==> config.mk <==
export PLATFORM = sky130hd
export DESIGN_NAME = execCore
export DESIGN_NICKNAME = d
export VERILOG_FILES = /design/src/verilog/aluOpsPkg.sv /design/src/verilog/regTypesPkg.sv /design/src/verilog/aluUnit.sv /design/src/verilog/dualPortRam.sv /design/src/verilog/execCore.sv /design/src/verilog/operandForward.sv /design/src/verilog/registerFile.sv
export VERILOG_INCLUDE_DIRS = /design/src /design/src/verilog
export SDC_FILE = /design/constraint.sdc
export NUM_CORES = 2
export LEC_CHECK = 0
export ABC_AREA = 1
export BUFFER_PORTS_ARGS = -buffer_cell sky130_fd_sc_hd__clkbuf_2
export CAP_MARGIN = 20
export CORE_MARGIN = 2
export CORE_UTILIZATION = 43
export DETAILED_ROUTE_END_ITERATION = 12
export MAX_ROUTING_LAYER = met4
export PLACE_DENSITY = 0.62
export SYNTH_ARGS = -nofsm -noshare
export SYNTH_HDL_FRONTEND = slang
export SYNTH_SLANG_ARGS = --single-unit
==> constraint.sdc <==
create_clock -name iClk -period 4.9 [get_ports iClk]
set_input_delay 0.245 -clock iClk [delete_from_list [all_inputs] [get_ports iClk]]
set_output_delay 0.245 -clock iClk [all_outputs]
set_load 0.02 [all_outputs]
==> src/verilog/regFile_cfg.svh <==
// Width settings shared by the register file and the execute datapath
// Pull in with `include wherever a register field is sized
`ifndef REGFILE_CFG_SVH
`define REGFILE_CFG_SVH

// Register and datapath width
`define RF_DATA_WIDTH 32

// Register number width, 2**5 = 32 registers
`define RF_ADDR_WIDTH 5

// Raw immediate field, sign-extended to RF_DATA_WIDTH before the ALU
`define RF_IMM_WIDTH 16

`endif

==> src/verilog/aluOpsPkg.sv <==
// ALU operation encoding and shift-amount type for the execute stage
// Import with aluOpsPkg::* where an opcode or shift amount is handled
`default_nettype none

`include "regFile_cfg.svh"

package aluOpsPkg;

	// 3-bit opcode, one per ALU function
	typedef enum logic [2:0] {
		aluAdd = 3'd0, // a + b, wraps
		aluSub = 3'd1, // a - b, wraps
		aluAnd = 3'd2,
		aluOr  = 3'd3,
		aluXor = 3'd4,
		aluSlt = 3'd5, // Signed a < b gives 1
		aluSll = 3'd6, // a << b[4:0]
		aluSrl = 3'd7  // a >> b[4:0], zero fill
	} aluOp_t;

	typedef logic [$clog2(`RF_DATA_WIDTH)-1:0] shamt_t; // Low bits of operand B

endpackage

`default_nettype wire

==> src/verilog/regTypesPkg.sv <==
// Plain-vector types for register values, register numbers and immediates
// Import with regTypesPkg::* in the module header
`default_nettype none

`include "regFile_cfg.svh"

package regTypesPkg;

	// Register contents or ALU operand
	typedef logic [`RF_DATA_WIDTH-1:0] regData_t;

	// Register number, r0 is hardwired to zero
	typedef logic [`RF_ADDR_WIDTH-1:0] regAddr_t;

	typedef logic [`RF_IMM_WIDTH-1:0] imm_t; // Immediate as it arrives, not extended

endpackage

`default_nettype wire

==> src/verilog/aluUnit.sv <==
// Execute stage, computes the selected operation and registers the result
// Output lands one cycle after the operands, with its destination and valid
`timescale 1ns/1ps
`default_nettype none

`include "regFile_cfg.svh"

module aluUnit
	import regTypesPkg::*;
	import aluOpsPkg::*;
(
	input wire logic     iClk,
	input wire logic     rstN,

	// Stage-1 instruction
	input wire logic     iValid,
	input wire aluOp_t   iOp,
	input wire regAddr_t iRd,
	input wire regData_t iOpA,
	input wire regData_t iOpB,

	// Stage-2 result
	output logic         oValid,
	output regAddr_t     oRd,
	output regData_t     oResult
);

	shamt_t   shamt;     // Shift count, B modulo 32
	logic     lessThan;  // Signed compare for slt
	regData_t aluResult; // Next result

	assign shamt    = iOpB[$bits(shamt_t)-1:0];
	assign lessThan = $signed(iOpA) < $signed(iOpB);

	always_comb begin
		case (iOp)
			aluAdd:  aluResult = iOpA + iOpB; // Carry out dropped
			aluSub:  aluResult = iOpA - iOpB;
			aluAnd:  aluResult = iOpA & iOpB;
			aluOr:   aluResult = iOpA | iOpB;
			aluXor:  aluResult = iOpA ^ iOpB;
			aluSlt:  aluResult = {{(`RF_DATA_WIDTH-1){1'b0}}, lessThan};
			aluSll:  aluResult = iOpA << shamt;
			aluSrl:  aluResult = iOpA >> shamt; // Logical, zero fill
			default: aluResult = '0;
		endcase
	end

	// Result register, cleared on reset
	always_ff @(posedge iClk or negedge rstN) begin
		if (!rstN) begin
			oValid  <= 1'b0;
			oRd     <= '0;
			oResult <= '0;
		end else begin
			oValid  <= iValid;
			oRd     <= iRd;
			oResult <= aluResult;
		end
	end

endmodule

`default_nettype wire

==> src/verilog/dualPortRam.sv <==
// Generic memory, one write port and one registered read port on the same clock
// Used as a bank of the register file, contents come up undefined
`timescale 1ns/1ps
`default_nettype none

module dualPortRam #(
	parameter int DATA_WIDTH = 32,
	parameter int ADDR_WIDTH = 5
) (
	input wire logic iClk,

	// Port A, write only
	input wire logic                  iWeA,   // Write strobe
	input wire logic [ADDR_WIDTH-1:0] iAddrA,
	input wire logic [DATA_WIDTH-1:0] iDataA,

	// Port B, read only
	input wire logic [ADDR_WIDTH-1:0] iAddrB,
	output logic     [DATA_WIDTH-1:0] oDataB  // Valid one cycle after iAddrB
);

	// Storage, one word per address
	logic [DATA_WIDTH-1:0] mem [2**ADDR_WIDTH];

	// Write commits at the edge
	always_ff @(posedge iClk) begin
		if (iWeA) begin
			mem[iAddrA] <= iDataA;
		end
	end

	// Registered read
	// Same-address write in this cycle returns the old word,
	// the register file covers that case itself
	always_ff @(posedge iClk) begin
		oDataB <= mem[iAddrB];
	end

endmodule

`default_nettype wire

==> src/verilog/execCore.sv <==
// Three-stage integer execute core, issue, operands and ALU, then writeback
// One instruction per cycle, result on oResValid two cycles after issue
`timescale 1ns/1ps
`default_nettype none

`include "regFile_cfg.svh"

module execCore
	import regTypesPkg::*;
	import aluOpsPkg::*;
(
	input wire logic     iClk,
	input wire logic     rstN,

	// Issue, fields valid with iValid
	input wire logic     iValid,
	input wire aluOp_t   iOp,
	input wire regAddr_t iRd,
	input wire regAddr_t iRs1,
	input wire regAddr_t iRs2,
	input wire logic     iUseImm,
	input wire imm_t     iImm,

	// Writeback, one cycle strobe
	output logic         oResValid,
	output regAddr_t     oResRd,
	output regData_t     oResData
);

	// Stage-1 fields
	logic     s1Valid;
	aluOp_t   s1Op;
	regAddr_t s1Rd;
	regAddr_t s1Rs1;     // Kept for the forwarding compare
	regAddr_t s1Rs2;
	logic     s1UseImm;
	imm_t     s1Imm;

	regData_t rfData1;   // Register file read data, stage 1
	regData_t rfData2;
	regData_t opA;       // Selected ALU operands
	regData_t opB;

	// Stage-2 result from the ALU
	logic     aluValid;
	regAddr_t aluRd;
	regData_t aluResult;

	// Stage 0 to stage 1, the register file reads in parallel
	always_ff @(posedge iClk or negedge rstN) begin
		if (!rstN) begin
			s1Valid  <= 1'b0;
			s1Op     <= aluAdd;
			s1Rd     <= {`RF_ADDR_WIDTH{1'b0}};
			s1Rs1    <= {`RF_ADDR_WIDTH{1'b0}};
			s1Rs2    <= {`RF_ADDR_WIDTH{1'b0}};
			s1UseImm <= 1'b0;
		end else begin
			s1Valid  <= iValid;
			s1Op     <= iOp;
			s1Rd     <= iRd;
			s1Rs1    <= iRs1;
			s1Rs2    <= iRs2;
			s1UseImm <= iUseImm;
		end
	end

	// Immediate is payload only
	always_ff @(posedge iClk) begin
		s1Imm <= iImm;
	end

	// Read at issue, write from stage 2
	registerFile rf0 (
		.iClk       (iClk),
		.rstN       (rstN),
		.iAddrRead0 (iRs1),
		.iAddrRead1 (iRs2),
		.oDataRead0 (rfData1),
		.oDataRead1 (rfData2),
		.iEnWrite   (aluValid),
		.iAddrWrite (aluRd),
		.iDataWrite (aluResult)
	);

	// Distance-one hazards resolved here
	operandForward fwd0 (
		.iRs1      (s1Rs1),
		.iRs2      (s1Rs2),
		.iRfData1  (rfData1),
		.iRfData2  (rfData2),
		.iUseImm   (s1UseImm),
		.iImm      (s1Imm),
		.iFwdValid (aluValid),
		.iFwdRd    (aluRd),
		.iFwdData  (aluResult),
		.oOpA      (opA),
		.oOpB      (opB)
	);

	aluUnit alu0 (
		.iClk    (iClk),
		.rstN    (rstN),
		.iValid  (s1Valid),
		.iOp     (s1Op),
		.iRd     (s1Rd),
		.iOpA    (opA),
		.iOpB    (opB),
		.oValid  (aluValid),
		.oRd     (aluRd),
		.oResult (aluResult)
	);

	// Writeback, r0 writes still reported here
	assign oResValid = aluValid;
	assign oResRd    = aluRd;
	assign oResData  = aluResult;

endmodule

`default_nettype wire

==> src/verilog/operandForward.sv <==
// Operand select for the ALU, register data, forwarded result or immediate
// Purely combinational, sits in stage 1 between the register file and aluUnit
`timescale 1ns/1ps
`default_nettype none

`include "regFile_cfg.svh"

module operandForward
	import regTypesPkg::*;
(
	// Stage-1 source registers and their register file data
	input wire regAddr_t iRs1,
	input wire regAddr_t iRs2,
	input wire regData_t iRfData1,
	input wire regData_t iRfData2,

	input wire logic     iUseImm, // Immediate replaces source 2
	input wire imm_t     iImm,

	// Result now in stage 2
	input wire logic     iFwdValid,
	input wire regAddr_t iFwdRd,
	input wire regData_t iFwdData,

	output regData_t     oOpA,
	output regData_t     oOpB
);

	logic     fwdA;   // Stage-2 result replaces source 1
	logic     fwdB;   // Stage-2 result replaces source 2
	regData_t immExt; // Sign-extended immediate

	// Never forward into r0, it stays zero
	assign fwdA = iFwdValid && (iFwdRd != '0) && (iFwdRd == iRs1);
	assign fwdB = iFwdValid && (iFwdRd != '0) && (iFwdRd == iRs2);

	assign immExt = {{(`RF_DATA_WIDTH - `RF_IMM_WIDTH){iImm[`RF_IMM_WIDTH-1]}}, iImm};

	// A is always a register
	assign oOpA = fwdA ? iFwdData : iRfData1;

	// Immediate wins over any forward on B
	assign oOpB = iUseImm ? immExt :
		fwdB ? iFwdData : iRfData2;

endmodule

`default_nettype wire

==> src/verilog/registerFile.sv <==
// 32x32 register file, two reads and one write per cycle, r0 reads as zero
// Reads return data one cycle after the address, write-to-read bypass included
`timescale 1ns/1ps
`default_nettype none

`include "regFile_cfg.svh"

module registerFile
	import regTypesPkg::*;
(
	input wire logic iClk,
	input wire logic rstN,

	// Read ports, one cycle latency
	input wire regAddr_t iAddrRead0,
	input wire regAddr_t iAddrRead1,
	output regData_t     oDataRead0,
	output regData_t     oDataRead1,

	// Write port, commits at the edge
	input wire logic     iEnWrite,
	input wire regAddr_t iAddrWrite,
	input wire regData_t iDataWrite
);

	regAddr_t addrRead [2];    // Read addresses by port
	regData_t ramData [2];     // Raw bank outputs
	regAddr_t addrReadQ [2];   // Address of the word now on the bank output
	logic     bypassQ [2];     // Read collided with a write last cycle
	regData_t bypassDataQ [2]; // Write data captured for the collision
	logic     weBank;          // Write strobe seen by both banks

	assign addrRead[0] = iAddrRead0;
	assign addrRead[1] = iAddrRead1;

	// r0 is never stored
	assign weBank = iEnWrite && (iAddrWrite != '0);

	// Two copies, every write goes to both, each serves one read port
	dualPortRam #(
		.DATA_WIDTH (`RF_DATA_WIDTH),
		.ADDR_WIDTH (`RF_ADDR_WIDTH)
	) bank0 (
		.iClk   (iClk),
		.iWeA   (weBank),
		.iAddrA (iAddrWrite),
		.iDataA (iDataWrite),
		.iAddrB (addrRead[0]),
		.oDataB (ramData[0])
	);

	dualPortRam #(
		.DATA_WIDTH (`RF_DATA_WIDTH),
		.ADDR_WIDTH (`RF_ADDR_WIDTH)
	) bank1 (
		.iClk   (iClk),
		.iWeA   (weBank),
		.iAddrA (iAddrWrite),
		.iDataA (iDataWrite),
		.iAddrB (addrRead[1]),
		.oDataB (ramData[1])
	);

	// Track each read alongside the bank pipeline
	always_ff @(posedge iClk or negedge rstN) begin
		if (!rstN) begin
			for (int p = 0; p < 2; p++) begin
				addrReadQ[p]   <= '0;
				bypassQ[p]     <= 1'b0;
				bypassDataQ[p] <= '0;
			end
		end else begin
			for (int p = 0; p < 2; p++) begin
				addrReadQ[p]   <= addrRead[p];
				bypassQ[p]     <= weBank && (addrRead[p] == iAddrWrite); // weBank drops r0
				bypassDataQ[p] <= iDataWrite;
			end
		end
	end

	// Zero register first, then the fresh write, then the bank
	assign oDataRead0 = (addrReadQ[0] == '0) ? '0 :
		bypassQ[0] ? bypassDataQ[0] : ramData[0];
	assign oDataRead1 = (addrReadQ[1] == '0) ? '0 :
		bypassQ[1] ? bypassDataQ[1] : ramData[1];

endmodule

`default_nettype wire
After elaboration in Yosys (flattened, before gate mapping):

Memories as Yosys holds them, arrays and structs flattened. A register that Yosys moved wholly into a read port is not among the register bits.
Index checks and enable logic that the tools add are counted.

* register bits: 108
* bits in writable memories: 2048
* input port bits: 38
* output and inout bits: 38
* logic and storage cells: 53
* memories: 2

Memories
* rf0.bank0.mem: words 32, width 32, rd ports 1, clocked after Yosys merged registers in 1, wr ports 1, RTL line dualPortRam.sv:23 `logic [DATA_WIDTH-1:0] mem [2**ADDR_WIDTH];`
* rf0.bank1.mem: words 32, width 32, rd ports 1, clocked after Yosys merged registers in 1, wr ports 1, RTL line dualPortRam.sv:23

* $add $sub $neg: 2
* order comparisons: 1
* eq/ne operators: 11
* shift-type cells: 2
* muxes and demuxes: 10
* bitwise gates (word level): 3
* reduce and logical (&&, ||, !) cells: 9

Operators with widths (number)
* one-hot mux 32 bit (8 select lines): 1
* 2-to-1 mux 32 bit: 7
* adder 32 bit: 1
* AND 32 bit: 1
* < comparator 32 bit: 1
* OR 32 bit: 1
* << shifter 32 x 5 -> 32 bit: 1
* right shift 32 x 5 -> 32 bit: 1
* subtractor 32 bit: 1
* bitwise XOR 32 bit: 1
* equality test 5 bit: 4
* equality test 3 bit, second input constant: 4
* zero test 5 bit: 2
* equality test 3 x 2 -> 1 bit, second input constant: 2
* logical AND 1 bit: 5
* nonzero test 5 bit: 1
* equality test 3 x 1 -> 1 bit, second input constant: 1
* zero test 3 bit: 1
* 2-to-1 mux 1 bit: 2

Depth between registers and ports, before layout:

* depth after elaboration: 7
* gate-level depth with buffers: 32

Cells and area by module:

A second synthesis with hierarchy kept.

* cell total of the unflattened synthesis: 9787
* area, all modules: 100930.6 µm²

Modules (own cells, without submodules)
* dualPortRam: instances 2, cells each 3536, area each 42405.7 µm²
* aluUnit: instances 1, cells each 2050, area each 10588.9 µm²
* registerFile: instances 1, cells each 306, area each 2965.3 µm²
* operandForward: instances 1, cells each 323, area each 1744.2 µm²
* execCore: instances 1, cells each 36, area each 820.8 µm²

Worst setup path after synthesis:

No wires, ideal clock.

* path kind: register to register
* from: register alu0.oRd[3]
* to: register alu0.oResult[23]
* setup time: 120 ps
* arrival time: 3643 ps
* data required time: 4780 ps
* setup slack: 1136 ps
* cell stages (with the launch flop): 27
* clock period less this slack: 3764 ps
* cell sequence: dfrtp_1 -> buf_6 -> nor2_4 -> nand3_2 -> nand2_2 -> inv_2 -> nand3_4 -> buf_6 -> inv_1 -> clkbuf_1 -> nand2_1 -> nand3_1 -> o21ai_0 -> inv_1 -> ha_1 -> buf_2 -> inv_1 -> nor3_1 -> inv_1 -> o21ai_0 -> a21oi_1 -> o21ai_1 -> a21boi_0 -> o21ai_0 -> a21oi_1 -> o21ai_0 -> nand2_1

* word-level cells in the longest chain between the ends: 7
* elaborated cells between the ends (all ways): 17
* classes of those cells: add/sub (2); eq/ne (2); shift (2); mux (4); bitwise (3); reduce/logical (4)

RTL lines
* start: declaration: RTL line aluUnit.sv:24 `output regAddr_t oRd,`
* start signal: assignment: RTL line aluUnit.sv:57 `oRd <= iRd;`
* nonzero test 5 bit: RTL line operandForward.sv:34, operandForward.sv:35
* logical AND 1 bit: RTL line operandForward.sv:34, operandForward.sv:35
* logical AND 1 bit: RTL line operandForward.sv:35 `assign fwdB = iFwdValid && (iFwdRd != '0) && (iFwdRd == iRs2);`
* 2-to-1 mux 32 bit: RTL line operandForward.sv:44 `fwdB ? iFwdData : iRfData2;`
* 2-to-1 mux 32 bit: RTL line operandForward.sv:43 `assign oOpB = iUseImm ? immExt :`
* subtractor 32 bit, or another cell as far along: RTL line aluUnit.sv:38 `aluSub: aluResult = iOpA - iOpB;`
* one-hot mux 32 bit (8 select lines) *: RTL line aluUnit.sv:36 `case (iOp)`
* net alu0.aluResult[23]: RTL line aluUnit.sv:30 `regData_t aluResult;`
* end signal: assignment: RTL line aluUnit.sv:58 `oResult <= aluResult;`
* end: declaration: RTL line aluUnit.sv:25 `output regData_t oResult`

Mark *: on every way through the listed nets, which the timed path passes. The rest lies on a longest branch.

Worst setup path in the final report:

* from: register alu0.oRd[1]
* to: register alu0.oResult[29]

The elaborated chain is that of the path after synthesis.

==> reports/summary.log <==
[outcome] outcome finished clean
[power_and_ir_drop] switch share 31.94%
[clock_network] buffers from clock root to sink, at most 3
[worst_setup_path] worst reg-to-reg setup slack 0.19 ns
[worst_setup_path] required time of the critical path 5.53 ns
[cells_and_area] fraction of layout instances using a drive strength above 1 9.991%
[yosys] post-synthesis sequential element count 1196
[die] effective utilization at floorplan 43.31%
[yosys] most numerous cell types in the synthesized netlist sky130_fd_sc_hd__nor2_1 (1200), sky130_fd_sc_hd__o21ai_0 (1134), sky130_fd_sc_hd__edfxtp_1 (1024)
[yosys] most used standard cell by instance count after synthesis sky130_fd_sc_hd__nor2_1
[flow_run] reported max-cap violation count 0
[yosys] area share of the largest cell type after synthesis 48.77%
[global_routing] number of global-route vias before repair 54.68k
[sta] worst hold slack across all endpoints 0.05989 ns
[yosys] prevailing post-synth register cell sky130_fd_sc_hd__edfxtp_1
[routing] wirelength, routed 267000 microns
[die] full die area 0.1497 sq mm
[global_routing] overall fraction of global-route tracks in use 35.52%
[yosys] area of the mapped netlist 0.06305 sq mm
[sta] number of endpoints with negative hold slack in the final report 0
[sta] final setup fails 0
[global_routing] GRT busiest layer met2
[routing] number of nets still failing antenna checks after routing 0
[yosys] number of instances in the synthesized netlist 6728
[worst_hold_path] HP Class in2reg
[power_and_ir_drop] power spent charging and discharging nets 0.009057 W
[global_routing] met1 GRT Util 46.78%
[sta] unrepaired setup endpoints after global routing false
[yosys] Post-Synthesis Mean Instance Area 9.371 sq um
[place] final weighted congestion in routability-driven placement 1.069
[die] die outline width 386.9 microns
[die] y dimension of the die 386.9 microns
[sta] Period minus WS final 4.706 ns
[worst_setup_path] crit path max fanout 30
[clock_network] worst-skew pair later-pin latency 0.80 ns
[global_routing] initial antenna violation count 15
[clock_network] sink count of the clock tree 1196
[yosys] sequential-to-total area share from yosys stat 54.97%
[clock_network] level count of the clock H-tree 4
[routing] DRC violation count after routing 0
[cells_and_area] FILL cells 13.18k
[yosys] number of distinct library cells after synthesis 59
[place] quantity of I/O buffers inserted on ports 75
[sta] final-layout setup total negative slack 0 ns
[routing] vias after detailed routing 58.49k
[cells_and_area] area added between synthesis and finish 12.05%
[global_routing] met3 track demand over resource in global routing 7.646%
[cells_and_area] area used by multi-input combinational logic 0.02547 sq mm
[clock_network] number of buffers added by the clock tree synthesis step 136
[cells_and_area] Storage cell area 0.03466 sq mm
[yosys] library cell with the largest summed area after synthesis sky130_fd_sc_hd__edfxtp_1
[sta] maximum operating frequency 212.5 MHz
[yosys] number of flops mapped to enable cells by yosys 1024
[global_routing] Global Route met2 Usage 51.33%
[die] Core Box Area 0.1456 sq mm
[power_and_ir_drop] clock group share of total power 36.1%
[global_routing] global-route congestion overflow total 0
[clock_network] clock slew at the register clock pins of the worst setup and hold paths 0.06 ns
[global_routing] largest net degree at the start of global routing 157
[yosys] Synth Warn # 0
[sta] worst clock skew 0.03806 ns
[worst_setup_path] worst endpoint data arrival time 5.33 ns
[global_routing] global-route wire length before repair 381800 microns
[routing] iteration count of the initial detailed-routing pass 9
[power_and_ir_drop] overall power 0.02836 W
[clock_network] CTS tree yes
[sta] worst relative slew slack 26.00%
[power_and_ir_drop] power per unit of standard cell area 401.4 mW/mm^2
[power_and_ir_drop] leakage power summed over all cells 24.81 nW
[cells_and_area] number of nets in the layout 6782
[worst_setup_path] crit start category register
[worst_setup_path] Worst setup EP type register
[sta] measured slew at the worst slew-check pin 1.110 ns
[routing] violation count after the first detailed-route iteration 9473
[place] sum of net half-perimeters after detailed placement 158600 microns
[power_and_ir_drop] Peak supply drop 0.3055 mV
[sta] final slew viol count 0
[power_and_ir_drop] internal power summed over all cells 0.01930 W
[die] count of standard-cell rows 140
[yosys] top post-synthesis cells by area sky130_fd_sc_hd__edfxtp_1 (49%), sky130_fd_sc_hd__o21ai_0 (9.0%), sky130_fd_sc_hd__nor2_1 (7.1%)
[worst_setup_path] Worst Setup Path Type reg2reg
[sta] ratio of final minimum period to clock period 96.04%
[clock_network] CTS Root Cell sky130_fd_sc_hd__clkbuf_16
[power_and_ir_drop] combinational share of power 20.5%
[die] I/O pin cnt 76
[routing] Via density 6.738
[yosys] FFs w/ async S/R, synth 7.692%
[routing] per-cell routed wire length 30.75 microns
[power_and_ir_drop] sequential fraction of design power 43.4%
==> metrics by stage <==
step | setup slack (ns) | util, % | instance area (sq um) | cells
4_1_cts | 0.3629 | 48.51 | 70610 | 8672
5_1_grt | 0.02868 | 48.53 | 70640 | 8680
3_3_place_gp | 0.4446 | 45.27 | 65890 | 8394
3_5_place_dp | 0.3718 | 45.27 | 65890 | 8394
2_1_floorplan | 1.136 | - | 63160 | 6759
6_report | 0.1939 | 48.53 | 70640 | 8681
==> metal layers <==
metal / share of wire, % / up-vias / wire length (microns)
met2: 43 / 4582 / 115600
met1: 38 / 28550 / 102700
met3: 12 / 866 / 33070
met4: 5.8 / 0 / 15570
met5: 0 / - / 0
li1: - / 24490 / -
==> flip-flops by register name, summed over array words and instances (netlist names) <==
register,count
alu0.oResult,32
rf0.addrReadQ,10
s1Rd,5
rf0.bypassQ,2
rf0.bank1.mem,992
s1Imm,16
alu0.oRd,5
rf0.bank0.oDataB,32
rf0.bank0.mem,32
rf0.bypassDataQ,32
rf0.bank1.oDataB,32
s1Op,3
alu0.oValid,1
s1Valid,1
s1UseImm,1
==> cells in the final DEF (no fill, tap or decap), drive strengths merged, types with 80 or more instances in the layout <==
master,n
o22ai,101
dfrtp,92
edfxtp,1024
buf,210
nand3,550
nand2,609
nor2,1209
a21oi,181
ha,97
clkbuf,256
dfxtp,80
o221ai,400
inv,270
o21ai,1166
==> final cells by class <==
cell class / count / share of cell area (%)
Multi-Input combinational cell: 4737 / 36.06
Tap cell: 1917 / 3.395
Antenna cell: 8 / 0.02834
Inverter: 265 / 1.498
Clock inverter: 63 / 0.8962
Sequential cell: 1196 / 49.06
Clock buffer: 186 / 5.374
Timing Repair Buffer: 309 / 3.691
==> cells by family after synthesis <==
kind of cell	after synthesis	synth area share, %
xor gates and xnor gates	35	0.4981
adders and majority gates	99	1.989
buffers and inverters	826	5.229
DFF	1196	54.97
AOI/OAI and AO/OA	2093	20.38
and+or+nand+nor	2446	16.36
other	1	0.005948
muxes	32	0.5716
==> worst max-delay path, stage by stage (launching register included) <==
cell                       delay [ns]
sky130_fd_sc_hd__dfrtp_1         0.53
sky130_fd_sc_hd__nor2_2          0.21
sky130_fd_sc_hd__nand3_2         0.08
sky130_fd_sc_hd__nand2_2         0.09
sky130_fd_sc_hd__inv_2           0.08
sky130_fd_sc_hd__nand3_4         0.13
sky130_fd_sc_hd__buf_4           0.41
sky130_fd_sc_hd__buf_4           0.24
sky130_fd_sc_hd__o211ai_1        0.17
sky130_fd_sc_hd__nand2_1         0.25
sky130_fd_sc_hd__inv_1           0.08
sky130_fd_sc_hd__ha_1            0.52
sky130_fd_sc_hd__nand2_1         0.16
sky130_fd_sc_hd__nor4_1          0.49
sky130_fd_sc_hd__nand3_1         0.15
sky130_fd_sc_hd__nand3_1         0.21
sky130_fd_sc_hd__nand4_1         0.12
sky130_fd_sc_hd__nand3_1         0.16
sky130_fd_sc_hd__nand2_1         0.07
sky130_fd_sc_hd__nand2_1         0.07
sky130_fd_sc_hd__a21oi_1         0.05
sky130_fd_sc_hd__o21ai_0         0.13
sky130_fd_sc_hd__nand3_1         0.11
==> timing repair <==
item                                    4_1_cts  5_1_grt
resized for setup                             0        1
endpoints found under the hold margin        85        0
endpoints found under the setup margin        0        2
hold buffers                                 29        0
buffers inserted                              0        1
==> power groups by stage <==
stage	registers, W	logic, W	clock network [W]
3_3_place_gp	0.0125	0.00560	0
5_1_grt	0.0123	0.00619	0.0107
2_1_floorplan	0.0127	0.00289	0
3_5_place_dp	0.0125	0.00561	0
4_1_cts	0.0123	0.00565	0.0103
6_report	0.0123	0.00582	0.0102
==> final timing paths <==
path | start | endpoint | cells past startpoint
min in group asynchronous | rstN | s1Rd[3] | 2
min | iRs1[4] | rf0.bank0.oDataB[2] | 3
min reg2reg | s1Rd[0] | alu0.oRd[0] | 0
max in group asynchronous | rstN | alu0.oResult[26] | 3
max | alu0.oRd[1] | alu0.oResult[29] | 22
max reg2reg | alu0.oRd[1] | alu0.oResult[29] | 22
Power figures use the tool's default switching activity.
